===== src/hdl/rv_pkg.sv =====
`default_nettype none

package rv_pkg;

    localparam int XLEN = 32;

    typedef logic [XLEN-1:0] word_t;
    typedef logic [4:0]      reg_addr_t;

    localparam word_t RESET_PC = '0;

    // --------------------------------------------------
    // Opcodes and function codes
    // --------------------------------------------------
    localparam logic [6:0] OPC_OP     = 7'b0110011;
    localparam logic [6:0] OPC_OP_IMM = 7'b0010011;
    localparam logic [6:0] OPC_LUI    = 7'b0110111;
    localparam logic [6:0] OPC_AUIPC  = 7'b0010111;
    localparam logic [6:0] OPC_JAL    = 7'b1101111;
    localparam logic [6:0] OPC_BRANCH = 7'b1100011;

    localparam logic [2:0] F3_ADD  = 3'b000;
    localparam logic [2:0] F3_SLL  = 3'b001;
    localparam logic [2:0] F3_SLT  = 3'b010;
    localparam logic [2:0] F3_SLTU = 3'b011;
    localparam logic [2:0] F3_XOR  = 3'b100;
    localparam logic [2:0] F3_SR   = 3'b101;
    localparam logic [2:0] F3_OR   = 3'b110;
    localparam logic [2:0] F3_AND  = 3'b111;

    localparam logic [2:0] F3_BEQ  = 3'b000;
    localparam logic [2:0] F3_BNE  = 3'b001;
    localparam logic [2:0] F3_BLT  = 3'b100;
    localparam logic [2:0] F3_BGE  = 3'b101;
    localparam logic [2:0] F3_BLTU = 3'b110;
    localparam logic [2:0] F3_BGEU = 3'b111;

    typedef enum logic [3:0] {
        ALU_ADD,
        ALU_SUB,
        ALU_SLL,
        ALU_SLT,
        ALU_SLTU,
        ALU_XOR,
        ALU_SRL,
        ALU_SRA,
        ALU_OR,
        ALU_AND,
        ALU_PASS_B
    } alu_op_t;

    // --------------------------------------------------
    // Stage payloads
    // --------------------------------------------------
    typedef struct packed {
        word_t pc;
        word_t instr;
    } if_id_t;

    typedef struct packed {
        word_t      pc;
        word_t      rs1_val;
        word_t      rs2_val;
        word_t      imm;
        reg_addr_t  rs1;
        reg_addr_t  rs2;
        reg_addr_t  rd;
        alu_op_t    alu_op;
        logic       a_is_pc;
        logic       b_is_imm;
        logic       writes_rd;
        logic       is_branch;
        logic [2:0] funct3;
        logic       is_jal;
    } id_ex_t;

    typedef struct packed {
        reg_addr_t rd;
        logic      writes_rd;
        word_t     result;
        word_t     pc;
    } ex_wb_t;

endpackage

`default_nettype wire


===== src/hdl/pipe_stage.sv =====
`timescale 1ns/1ps
`default_nettype none

// One pipeline register. Only the valid bit is control state.
module pipe_stage #(
    parameter type payload_t = logic [31:0]
) (
    input  wire logic clk,
    input  wire logic arst_n,
    input  wire logic flush,
    input  wire logic in_valid,
    input  payload_t  in_payload,
    output logic      out_valid,
    output payload_t  out_payload
);

    always_ff @(posedge clk or negedge arst_n) begin
        if (!arst_n) begin
            out_valid <= 1'b0;
        end else begin
            out_valid <= in_valid & ~flush;
        end
    end

    always_ff @(posedge clk) begin
        out_payload <= in_payload;
    end

endmodule

`default_nettype wire


===== src/hdl/rv_fetch.sv =====
`timescale 1ns/1ps
`default_nettype none

module rv_fetch import rv_pkg::*; (
    input  wire logic clk,
    input  wire logic arst_n,
    input  wire logic redirect,
    input  word_t     redirect_pc,
    output word_t     imem_addr,
    input  word_t     imem_data,
    output logic      fd_valid,
    output if_id_t    fd_payload
);

    word_t  pc;
    word_t  pc_next;
    if_id_t fetched;

    assign pc_next = redirect ? redirect_pc : pc + 32'd4;

    always_ff @(posedge clk or negedge arst_n) begin
        if (!arst_n) begin
            pc <= RESET_PC;
        end else begin
            pc <= pc_next;
        end
    end

    assign imem_addr = pc;
    assign fetched   = '{pc: pc, instr: imem_data};

    // The word fetched during a redirect is on the wrong path.
    pipe_stage #(.payload_t(if_id_t)) i_fd_stage (
        .clk        (clk),
        .arst_n     (arst_n),
        .flush      (redirect),
        .in_valid   (1'b1),
        .in_payload (fetched),
        .out_valid  (fd_valid),
        .out_payload(fd_payload)
    );

endmodule

`default_nettype wire


===== src/hdl/rv_decode.sv =====
`timescale 1ns/1ps
`default_nettype none

module rv_decode import rv_pkg::*; (
    input  wire logic clk,
    input  wire logic arst_n,
    input  wire logic redirect,
    input  wire logic fd_valid,
    input  if_id_t    fd_payload,
    output reg_addr_t rs1_addr,
    output reg_addr_t rs2_addr,
    input  word_t     rs1_data,
    input  word_t     rs2_data,
    output logic      de_valid,
    output id_ex_t    de_payload
);

    function automatic alu_op_t alu_from_f3(input logic [2:0] f3, input logic alt_add,
                                            input logic alt_sr);
        alu_op_t op;
        case (f3)
            F3_ADD:  op = alt_add ? ALU_SUB : ALU_ADD;
            F3_SLL:  op = ALU_SLL;
            F3_SLT:  op = ALU_SLT;
            F3_SLTU: op = ALU_SLTU;
            F3_XOR:  op = ALU_XOR;
            F3_SR:   op = alt_sr ? ALU_SRA : ALU_SRL;
            F3_OR:   op = ALU_OR;
            F3_AND:  op = ALU_AND;
            default: op = ALU_ADD;
        endcase
        return op;
    endfunction

    word_t      instr;
    logic [6:0] opcode;
    word_t      imm_i;
    word_t      imm_u;
    word_t      imm_b;
    word_t      imm_j;
    id_ex_t     dec;

    assign instr    = fd_payload.instr;
    assign opcode   = instr[6:0];
    assign rs1_addr = instr[19:15];
    assign rs2_addr = instr[24:20];

    assign imm_i = {{20{instr[31]}}, instr[31:20]};
    assign imm_u = {instr[31:12], 12'b0};
    assign imm_b = {{19{instr[31]}}, instr[31], instr[7], instr[30:25], instr[11:8], 1'b0};
    assign imm_j = {{11{instr[31]}}, instr[31], instr[19:12], instr[20], instr[30:21], 1'b0};

    always_comb begin
        dec         = '0;
        dec.pc      = fd_payload.pc;
        dec.rs1_val = rs1_data;
        dec.rs2_val = rs2_data;
        dec.rs1     = rs1_addr;
        dec.rs2     = rs2_addr;
        dec.rd      = instr[11:7];
        dec.funct3  = instr[14:12];
        dec.imm     = imm_i;
        dec.alu_op  = ALU_ADD;
        // Unknown opcodes keep every flag clear and fall through as bubbles.
        case (opcode)
            OPC_OP: begin
                dec.alu_op    = alu_from_f3(instr[14:12], instr[30], instr[30]);
                dec.writes_rd = 1'b1;
            end
            OPC_OP_IMM: begin
                dec.alu_op    = alu_from_f3(instr[14:12], 1'b0, instr[30]);
                dec.b_is_imm  = 1'b1;
                dec.writes_rd = 1'b1;
            end
            OPC_LUI: begin
                dec.imm       = imm_u;
                dec.alu_op    = ALU_PASS_B;
                dec.b_is_imm  = 1'b1;
                dec.writes_rd = 1'b1;
            end
            OPC_AUIPC: begin
                dec.imm       = imm_u;
                dec.a_is_pc   = 1'b1;
                dec.b_is_imm  = 1'b1;
                dec.writes_rd = 1'b1;
            end
            OPC_JAL: begin
                dec.imm       = imm_j;
                dec.is_jal    = 1'b1;
                dec.writes_rd = 1'b1;
            end
            OPC_BRANCH: begin
                dec.imm       = imm_b;
                dec.is_branch = 1'b1;
            end
            default: ;
        endcase
    end

    pipe_stage #(.payload_t(id_ex_t)) i_de_stage (
        .clk        (clk),
        .arst_n     (arst_n),
        .flush      (redirect),
        .in_valid   (fd_valid),
        .in_payload (dec),
        .out_valid  (de_valid),
        .out_payload(de_payload)
    );

endmodule

`default_nettype wire


===== src/hdl/rv_execute.sv =====
`timescale 1ns/1ps
`default_nettype none

module rv_execute import rv_pkg::*; (
    input  wire logic clk,
    input  wire logic arst_n,
    input  wire logic de_valid,
    input  id_ex_t    de_payload,
    input  wire logic wb_valid_write,
    input  reg_addr_t wb_rd,
    input  word_t     wb_data,
    output logic      redirect,
    output word_t     redirect_pc,
    output logic      ex_valid,
    output ex_wb_t    ex_payload
);

    word_t  rs1_v;
    word_t  rs2_v;
    word_t  op_a;
    word_t  op_b;
    word_t  alu_res;
    logic   taken;
    ex_wb_t result;

    // --------------------------------------------------
    // Forwarding from write-back
    // --------------------------------------------------
    assign rs1_v = (wb_valid_write && wb_rd == de_payload.rs1 && de_payload.rs1 != '0) ?
                   wb_data : de_payload.rs1_val;
    assign rs2_v = (wb_valid_write && wb_rd == de_payload.rs2 && de_payload.rs2 != '0) ?
                   wb_data : de_payload.rs2_val;

    assign op_a = de_payload.a_is_pc  ? de_payload.pc  : rs1_v;
    assign op_b = de_payload.b_is_imm ? de_payload.imm : rs2_v;

    always_comb begin
        case (de_payload.alu_op)
            ALU_ADD:    alu_res = op_a + op_b;
            ALU_SUB:    alu_res = op_a - op_b;
            ALU_SLL:    alu_res = op_a << op_b[4:0];
            ALU_SLT:    alu_res = {{(XLEN-1){1'b0}}, $signed(op_a) < $signed(op_b)};
            ALU_SLTU:   alu_res = {{(XLEN-1){1'b0}}, op_a < op_b};
            ALU_XOR:    alu_res = op_a ^ op_b;
            ALU_SRL:    alu_res = op_a >> op_b[4:0];
            ALU_SRA:    alu_res = word_t'($signed(op_a) >>> op_b[4:0]);
            ALU_OR:     alu_res = op_a | op_b;
            ALU_AND:    alu_res = op_a & op_b;
            ALU_PASS_B: alu_res = op_b;
            default:    alu_res = '0;
        endcase
    end

    // --------------------------------------------------
    // Branch decision
    // --------------------------------------------------
    always_comb begin
        case (de_payload.funct3)
            F3_BEQ:  taken = rs1_v == rs2_v;
            F3_BNE:  taken = rs1_v != rs2_v;
            F3_BLT:  taken = $signed(rs1_v) < $signed(rs2_v);
            F3_BGE:  taken = $signed(rs1_v) >= $signed(rs2_v);
            F3_BLTU: taken = rs1_v < rs2_v;
            F3_BGEU: taken = rs1_v >= rs2_v;
            default: taken = 1'b0;
        endcase
    end

    // Branches and JAL share the pc-relative target.
    assign redirect    = de_valid & ((de_payload.is_branch & taken) | de_payload.is_jal);
    assign redirect_pc = de_payload.pc + de_payload.imm;

    assign result.rd        = de_payload.rd;
    assign result.writes_rd = de_payload.writes_rd;
    assign result.result    = de_payload.is_jal ? de_payload.pc + 32'd4 : alu_res;
    assign result.pc        = de_payload.pc;

    pipe_stage #(.payload_t(ex_wb_t)) i_ex_stage (
        .clk        (clk),
        .arst_n     (arst_n),
        .flush      (1'b0),
        .in_valid   (de_valid),
        .in_payload (result),
        .out_valid  (ex_valid),
        .out_payload(ex_payload)
    );

endmodule

`default_nettype wire


===== src/hdl/rv_writeback.sv =====
`timescale 1ns/1ps
`default_nettype none

module rv_writeback import rv_pkg::*; (
    input  wire logic clk,
    input  wire logic arst_n,
    input  wire logic ex_valid,
    input  ex_wb_t    ex_payload,
    input  reg_addr_t rs1_addr,
    input  reg_addr_t rs2_addr,
    output word_t     rs1_data,
    output word_t     rs2_data,
    output logic      wb_valid_write,
    output reg_addr_t wb_rd,
    output word_t     wb_data,
    output logic      retire_valid,
    output reg_addr_t retire_rd,
    output word_t     retire_data,
    output word_t     retire_pc
);

    // x0 has no storage.
    word_t regs [1:31];

    assign wb_valid_write = ex_valid & ex_payload.writes_rd & (ex_payload.rd != '0);
    assign wb_rd          = ex_payload.rd;
    assign wb_data        = ex_payload.result;

    assign retire_valid = wb_valid_write;
    assign retire_rd    = ex_payload.rd;
    assign retire_data  = ex_payload.result;
    assign retire_pc    = ex_payload.pc;

    always_ff @(posedge clk or negedge arst_n) begin
        if (!arst_n) begin
            for (int i = 1; i < 32; i++) begin
                regs[i] <= '0;
            end
        end else if (wb_valid_write) begin
            regs[wb_rd] <= wb_data;
        end
    end

    // A read of the register being written sees the new value.
    always_comb begin
        if (rs1_addr == '0) begin
            rs1_data = '0;
        end else if (wb_valid_write && rs1_addr == wb_rd) begin
            rs1_data = wb_data;
        end else begin
            rs1_data = regs[rs1_addr];
        end
        if (rs2_addr == '0) begin
            rs2_data = '0;
        end else if (wb_valid_write && rs2_addr == wb_rd) begin
            rs2_data = wb_data;
        end else begin
            rs2_data = regs[rs2_addr];
        end
    end

endmodule

`default_nettype wire


===== src/hdl/rv_core.sv =====
`timescale 1ns/1ps
`default_nettype none

module rv_core import rv_pkg::*; (
    input  wire logic clk,
    input  wire logic arst_n,
    output word_t     imem_addr,
    input  word_t     imem_data,
    output logic      retire_valid,
    output reg_addr_t retire_rd,
    output word_t     retire_data,
    output word_t     retire_pc
);

    logic      redirect;
    word_t     redirect_pc;
    logic      fd_valid;
    if_id_t    fd_payload;
    logic      de_valid;
    id_ex_t    de_payload;
    logic      ex_valid;
    ex_wb_t    ex_payload;
    reg_addr_t rs1_addr;
    reg_addr_t rs2_addr;
    word_t     rs1_data;
    word_t     rs2_data;
    logic      wb_valid_write;
    reg_addr_t wb_rd;
    word_t     wb_data;

    rv_fetch i_fetch (
        .clk        (clk),
        .arst_n     (arst_n),
        .redirect   (redirect),
        .redirect_pc(redirect_pc),
        .imem_addr  (imem_addr),
        .imem_data  (imem_data),
        .fd_valid   (fd_valid),
        .fd_payload (fd_payload)
    );

    rv_decode i_decode (
        .clk       (clk),
        .arst_n    (arst_n),
        .redirect  (redirect),
        .fd_valid  (fd_valid),
        .fd_payload(fd_payload),
        .rs1_addr  (rs1_addr),
        .rs2_addr  (rs2_addr),
        .rs1_data  (rs1_data),
        .rs2_data  (rs2_data),
        .de_valid  (de_valid),
        .de_payload(de_payload)
    );

    rv_execute i_execute (
        .clk           (clk),
        .arst_n        (arst_n),
        .de_valid      (de_valid),
        .de_payload    (de_payload),
        .wb_valid_write(wb_valid_write),
        .wb_rd         (wb_rd),
        .wb_data       (wb_data),
        .redirect      (redirect),
        .redirect_pc   (redirect_pc),
        .ex_valid      (ex_valid),
        .ex_payload    (ex_payload)
    );

    rv_writeback i_writeback (
        .clk           (clk),
        .arst_n        (arst_n),
        .ex_valid      (ex_valid),
        .ex_payload    (ex_payload),
        .rs1_addr      (rs1_addr),
        .rs2_addr      (rs2_addr),
        .rs1_data      (rs1_data),
        .rs2_data      (rs2_data),
        .wb_valid_write(wb_valid_write),
        .wb_rd         (wb_rd),
        .wb_data       (wb_data),
        .retire_valid  (retire_valid),
        .retire_rd     (retire_rd),
        .retire_data   (retire_data),
        .retire_pc     (retire_pc)
    );

endmodule

`default_nettype wire


===== config.mk =====
export PLATFORM = sky130hd
export DESIGN_NAME = rv_core
export DESIGN_NICKNAME = d
export VERILOG_FILES = /design/src/hdl/rv_pkg.sv /design/src/hdl/pipe_stage.sv /design/src/hdl/rv_fetch.sv /design/src/hdl/rv_decode.sv /design/src/hdl/rv_execute.sv /design/src/hdl/rv_writeback.sv /design/src/hdl/rv_core.sv
export SDC_FILE = /design/constraint.sdc
export NUM_CORES = 2
export LEC_CHECK = 0
export BUFFER_PORTS_ARGS = -buffer_cell sky130_fd_sc_hd__buf_2
export CAP_MARGIN = 20
export CELL_PAD_IN_SITES_DETAIL_PLACEMENT = 1
export CELL_PAD_IN_SITES_GLOBAL_PLACEMENT = 2
export CORE_MARGIN = 5
export CORE_UTILIZATION = 44
export CTS_CLUSTER_DIAMETER = 150
export CTS_CLUSTER_SIZE = 40
export DETAILED_ROUTE_END_ITERATION = 16
export HOLD_SLACK_MARGIN = 0.1
export PLACE_DENSITY_LB_ADDON = 0.2
export SLEW_MARGIN = 40
export SYNTH_ARGS = -nofsm -noshare
export SYNTH_HDL_FRONTEND = slang
export SYNTH_HIERARCHICAL = 1
export SYNTH_SLANG_ARGS = --single-unit

===== constraint.sdc =====
create_clock -name clk -period 6.6 [get_ports clk]
set_clock_uncertainty 0.2 [all_clocks]
set_input_delay 0.33 -clock clk [delete_from_list [all_inputs] [get_ports clk]]
set_output_delay 0.33 -clock clk [all_outputs]
set_load 0.01 [all_outputs]

After elaboration in Yosys (flattened, before gate mapping)
Cells that the tools add are included.
{ "totals": {"register_bits": 1316, "out_inout_bits": 102, "wordCells": 168} }
{ "classes": {"n_addsub": 5, "magnitude_cmp": 10, "n_eq_ne": 34, "shifts": 3, "muxes": 30, "bitwise_logic": 13, "reduce_logical": 18} }
{ "op_table": {"columns": ["op", "n"], "rows": [
  ["$bwmux 992", 1],
  ["$mux 32", 13],
  ["$pmux 32 s11", 1],
  ["$bmux 32 s5", 2],
  ["$demux 32 s5", 1],
  ["$lt 32x32->1", 4],
  ["$pmux 31 s3", 1],
  ["$add 32x3->32 const B", 2],
  ["$add 32x32->32", 2],
  ["$ge 32x32->1", 2],
  ["$pmux 4 s8", 2],
  ["$and 32x32->32", 1],
  ["$eq 32x32->1", 1],
  ["$ne 32x32->1", 1],
  ["$or 32x32->32", 1],
  ["$shl 32x5->32", 1],
  ["$shr 32x5->32", 1],
  ["$sshr 32x5->32", 1],
  ["$sub 32x32->32", 1],
  ["$xor 32x32->32", 1],
  ["$eq 3x3->1 const B", 8],
  ["$eq 5x5->1", 4],
  ["$ge 6x6->1 const B", 3],
  ["$not 5->6", 3],
  ["other kinds (24)", 55]
]} }

Depth between registers and ports, before layout
{ "depth": {"word_depth": 12, "mapped_depth": 29} }

Hierarchy
The synthesis kept the hierarchy.
{ "by_module_without_submodules": {"columns": ["mod", "n_inst", "cells_per_inst", "area_each_um2", "seq_area_each_um2"], "rows": [
  ["rv_writeback", 1, 4157, 55644.6, 24823.8],
  ["rv_execute", 1, 2163, 14061.0, 0.0],
  ["pipe_stage at i_decode.i_de_stage", 1, 157, 3141.8, 3128.0],
  ["rv_fetch", 1, 188, 1742.9, 800.8],
  ["pipe_stage at i_execute.i_ex_stage", 1, 72, 1440.1, 1426.4],
  ["pipe_stage at i_fetch.i_fd_stage", 1, 66, 1320.0, 1306.3],
  ["rv_decode", 1, 77, 603.1, 0.0]
]} }

Worst setup path before layout
OpenSTA, ideal clock, no wires.
{ "synth_path": {"kind": "reg-to-reg", "from": "register i_execute/i_ex_stage/out_payload[67] (netlist name)", "to": "register i_execute/i_ex_stage/out_payload[58] (netlist name)", "arrival_time_ns": 5.664, "path_slack_ns": 0.608, "path_stages_with_launch": 26, "n_path_buf": 7, "period_less_slack_ns": 5.992, "path_cell_list": "dfxtp_1 > buf_2 > nor3_1 > a21o_1 > buf_2 > inv_1 > buf_4 > and2_1 > and4_1 > o31ai_4 > inv_4 > buf_6 > clkbuf_1 > buf_2 > buf_1 > ha_1 > or2_2 > o221ai_1 > a21oi_1 > a311o_1 > o21ai_1 > o311ai_0 > a311o_1 > a221o_1 > a222oi_1 > a31oi_1"} }
{ "synth_rtl": {"columns": ["item", "line_no", "source"], "rows": [
  ["start: declaration", "pipe_stage.sv:14", "output payload_t out_payload"],
  ["start signal: assignment", "pipe_stage.sv:26", "out_payload <= in_payload;"]
]} }

==> results.sh <==
export IMPL_cts_made_buffers=42
export IMPL_yosys_area_share_adder=0.0266
export IMPL_synth_compound_area_share=0.127
export IMPL_pwr_share_clk=0.223
export IMPL_worstReg2RegStart="i_execute/i_ex_stage/out_payload[67]"
export IMPL_fill_cells=18600
export IMPL_layout_drive_gt1_share=0.297
export IMPL_tns_ps=0
export IMPL_first_pass_iters=5
export IMPL_synth_async_reset_ratio=0.780
export IMPL_grt_pass1_wl_mm=467
export IMPL_path_depth=20
export IMPL_finalHoldViolations=0
export IMPL_postSynthCellCount=6880
export IMPL_nets=6891
export IMPL_grt_overflow=0
export IMPL_cts_sinks=1316
export IMPL_slowest_delay_ps=570
export IMPL_avgSynthCellArea_sq_um=11.3
export IMPL_cts_tree="done"
export IMPL_synth_edff_count=0
export IMPL_critical_path_top_delay_family="compound AO/OA/AOI/OAI gates"
export IMPL_final_util=0.470
export IMPL_rrSetupSlack_ps=410
export IMPL_arrival_ps=6570
export IMPL_crit_type="reg -> reg"
export IMPL_hold_depth=0
export IMPL_io_pins=136
export IMPL_finalWeightedCongestion=1.02
export IMPL_yosys_area_share_simple=0.0811
export IMPL_min_to="i_execute/i_ex_stage/out_payload[65]"
export IMPL_finalCriticalPeriod_ps=6190
export IMPL_drtIter0Drc=6234
export IMPL_start_util=0.443
export IMPL_post_cts_repair_setup_buffers=0
export IMPL_synthesis_area_sq_um=78000
export IMPL_cts_clk_slew_worst_paths_ps=160
export IMPL_drt_wl_total_mm=329
export IMPL_synth_xor_area_frac=0.0125
export IMPL_die_y_um=431
export IMPL_die_area_sq_um=186000
export IMPL_port_buffers=135
export IMPL_cts_buffer_depth=3
export IMPL_peakVddDrop_v=0.000186
export IMPL_gr_usage_all_layers=0.344
export IMPL_r2r_end="i_execute/i_ex_stage/out_payload[54]"
export IMPL_grt_pass1_vias=62100
export IMPL_yosys_register_bits=1316
export IMPL_yosysUniqueCellTypes=110
export IMPL_worstPathRequired_ps=6980
export IMPL_p_switching_mw=6.80
export IMPL_seq_area_frac_synth=0.404
export IMPL_seqPwrFrac=0.502
export IMPL_synth_top_area_frac=0.330
export IMPL_timing_critical_path_buf_inv=4
export IMPL_synth_top_family_by_area="multiplexers"
export IMPL_critPathMaxFanout=27
export IMPL_synth_mux_area_fraction=0.293
export IMPL_final_common_cell="mux2_2"
export IMPL_synth_flop_cell="dfrtp_1"
export IMPL_synth_nets=7078
export IMPL_htree_levels=2
export IMPL_ys_warnings_count=6
export IMPL_r2r_cells=20
export IMPL_drv_cap=0
export IMPL_path_common_cell="buf_4"
export IMPL_avgViaCountPerCell=6.67
export IMPL_grt_setup_unrepaired="no"
export IMPL_clk_latency_ps=750
export IMPL_p_int_mw=11.3
export IMPL_synth_area_top_cells="dfrtp_1 (33%), mux2_2 (16%), dfxtp_1 (7.4%)"
export IMPL_status="complete, no violations"
export IMPL_timing_final_crit_share=0.938
export IMPL_tightestPinTransition_ps=999
export IMPL_p_comb_frac=0.275
export IMPL_slew_headroom=0.329
export IMPL_power_density_nw_per_um2=218
export IMPL_fp_dieW_um=431
export IMPL_startpoint_type="register"
export IMPL_swShare=0.376
export IMPL_std_cell_rows=154
export IMPL_cts_root_buf="clkbuf_16"
export IMPL_cp_cell_sequence="buf_4, nor4_1, o21a_1, buf_4, o31a_1, or2_1, o21a_1, inv_2, fa_1, nor2_1, o221ai_1, a21oi_1, a311o_1, o21ai_1, o311ai_0, buf_4, xnor2_1, o22ai_1, nor3_2, o22ai_1"
export IMPL_synth_top_area_cell="dfrtp_1"
export IMPL_fmax_mhz=161
export IMPL_final_cell_mix="mux2_2 (1073), dfrtp_1 (1027), mux2i_1 (510)"
export IMPL_antenna_found_initial=28
export IMPL_area_delta_synth_final_pct=6.18
export IMPL_p_leak_nw=37.6
export IMPL_wire_per_inst_um=36.3
export IMPL_hp_class="reg -> reg"
export IMPL_drv_slew=0
export IMPL_critPathCaptureType="register"
export IMPL_setup_violations=0
export IMPL_antenna_left=0
export IMPL_drc=0
export IMPL_hpwl_mm=227
export IMPL_hp_start="i_decode/i_de_stage/out_payload[12]"
export IMPL_core_area_sq_um=176000
export IMPL_num_vias=60400
export IMPL_cpMaxStageDelayCell="nor4_1"
export IMPL_grt_max_degree=142
-- power by group through the flow --
stage          registers, mW  logic [mW]  clock network (mW)
6_report                9.06        4.97                4.03
5_1_grt                 9.08        5.18                4.36
4_1_cts                 9.04        4.86                4.13
3_5_place_dp            9.19        4.80                   0
3_3_place_gp            9.18        4.76                   0
2_1_floorplan           8.87        2.91                   0
-- routing by layer --
metal	global-route usage	routed length (um)
met1	0.438	131000
met2	0.550	152000
met5	0	23
met3	0.0566	22200
met4	0.209	24400
-- how the worst max path moves through the flow --
stage | startpoint | end
after floorplan | i_execute/i_ex_stage/out_payload[67] | i_execute/i_ex_stage/out_payload[58]
after global placement | i_execute/i_ex_stage/out_payload[67] | i_execute/i_ex_stage/out_payload[55]
after detailed placement | i_execute/i_ex_stage/out_payload[65] | i_execute/i_ex_stage/out_payload[55]
after CTS | i_execute/i_ex_stage/out_payload[65] | i_execute/i_ex_stage/out_payload[55]
after global routing | i_execute/i_ex_stage/out_payload[67] | i_execute/i_ex_stage/out_payload[62]
final | i_execute/i_ex_stage/out_payload[67] | i_execute/i_ex_stage/out_payload[54]
-- cell families (layout without fill, tap and decap cells) --
kind of cell,after synthesis,in the layout
mux,1837,1837
compound gates,1360,1360
flops,1316,1316
simple gates,1256,1256
buf+inv,834,671
fa+ha+maj,164,164
xor+xnor,111,111
other cells,2,9
-- through the flow --
| stage | power, mW | hold WS, ps | setup slack (ps) | instances | instance area (sq um) |
|---|---|---|---|---|---|
| 2_1_floorplan | 11.8 | -166 | 608 | 6880 | 78000 |
| 3_3_place_gp | 13.9 | 111 | 363 | 8902 | 80300 |
| 3_5_place_dp | 14.0 | 113 | 398 | 8917 | 80600 |
| 4_1_cts | 18.0 | 112 | 286 | 9051 | 82600 |
| 5_1_grt | 18.6 | 147 | 63.6 | 9058 | 82800 |
| 6_report | 18.1 | 141 | 406 | 9064 | 82800 |
-- registers in the layout (all words and copies together) (netlist names) --
name	count
i_fetch/i_fd_stage/out_payload	64
i_writeback/regs	992
i_fetch/imem_addr	32
i_decode/i_de_stage/out_valid	1
i_execute/i_ex_stage/out_payload	70
i_execute/i_ex_stage/out_valid	1
i_decode/i_de_stage/out_payload	155
i_fetch/i_fd_stage/out_valid	1
-- layout make-up --
class / count / area, sq um / share of cell area
multi-input cells: 4730 / 42600 / 0.515
flip-flops and latches: 1316 / 31500 / 0.381
repair buffers: 482 / 3890 / 0.0470
well taps: 2340 / 2930 / 0.0354
clock buffers: 59 / 1140 / 0.0137
inverters: 121 / 457 / 0.00552
clock inverters: 9 / 200 / 0.00242
diodes: 7 / 17.5 / 0.000212
-- what timing repair did --
| action | 4_1_cts | 5_1_grt |
|---|---|---|
| hold buffers | 66 | 1 |
| endpoints found under the setup margin | 0 | 7 |
| gates resized for setup | 0 | 3 |
| hold endpoints to repair | 211 | 31 |
-- synthesized netlist by cell type (56+ instances only) --
cell type	n
a21o_1	60
nor2_1	363
ha_1	161
o21ai_0	136
xnor2_1	79
dfxtp_1	289
mux4_2	241
mux2_2	1073
o22ai_1	61
nand2_1	282
a221oi_1	73
nand2b_1	90
clkbuf_1	257
buf_4	157
nor3_1	74
o31a_1	56
nand3_1	97
dfrtp_1	1027
buf_1	83
a22oi_1	244
a21oi_1	247
a211oi_1	71
inv_1	101
buf_2	171
mux2i_1	510
and3_1	70
Note: power is estimated with default switching activity, not from simulation.
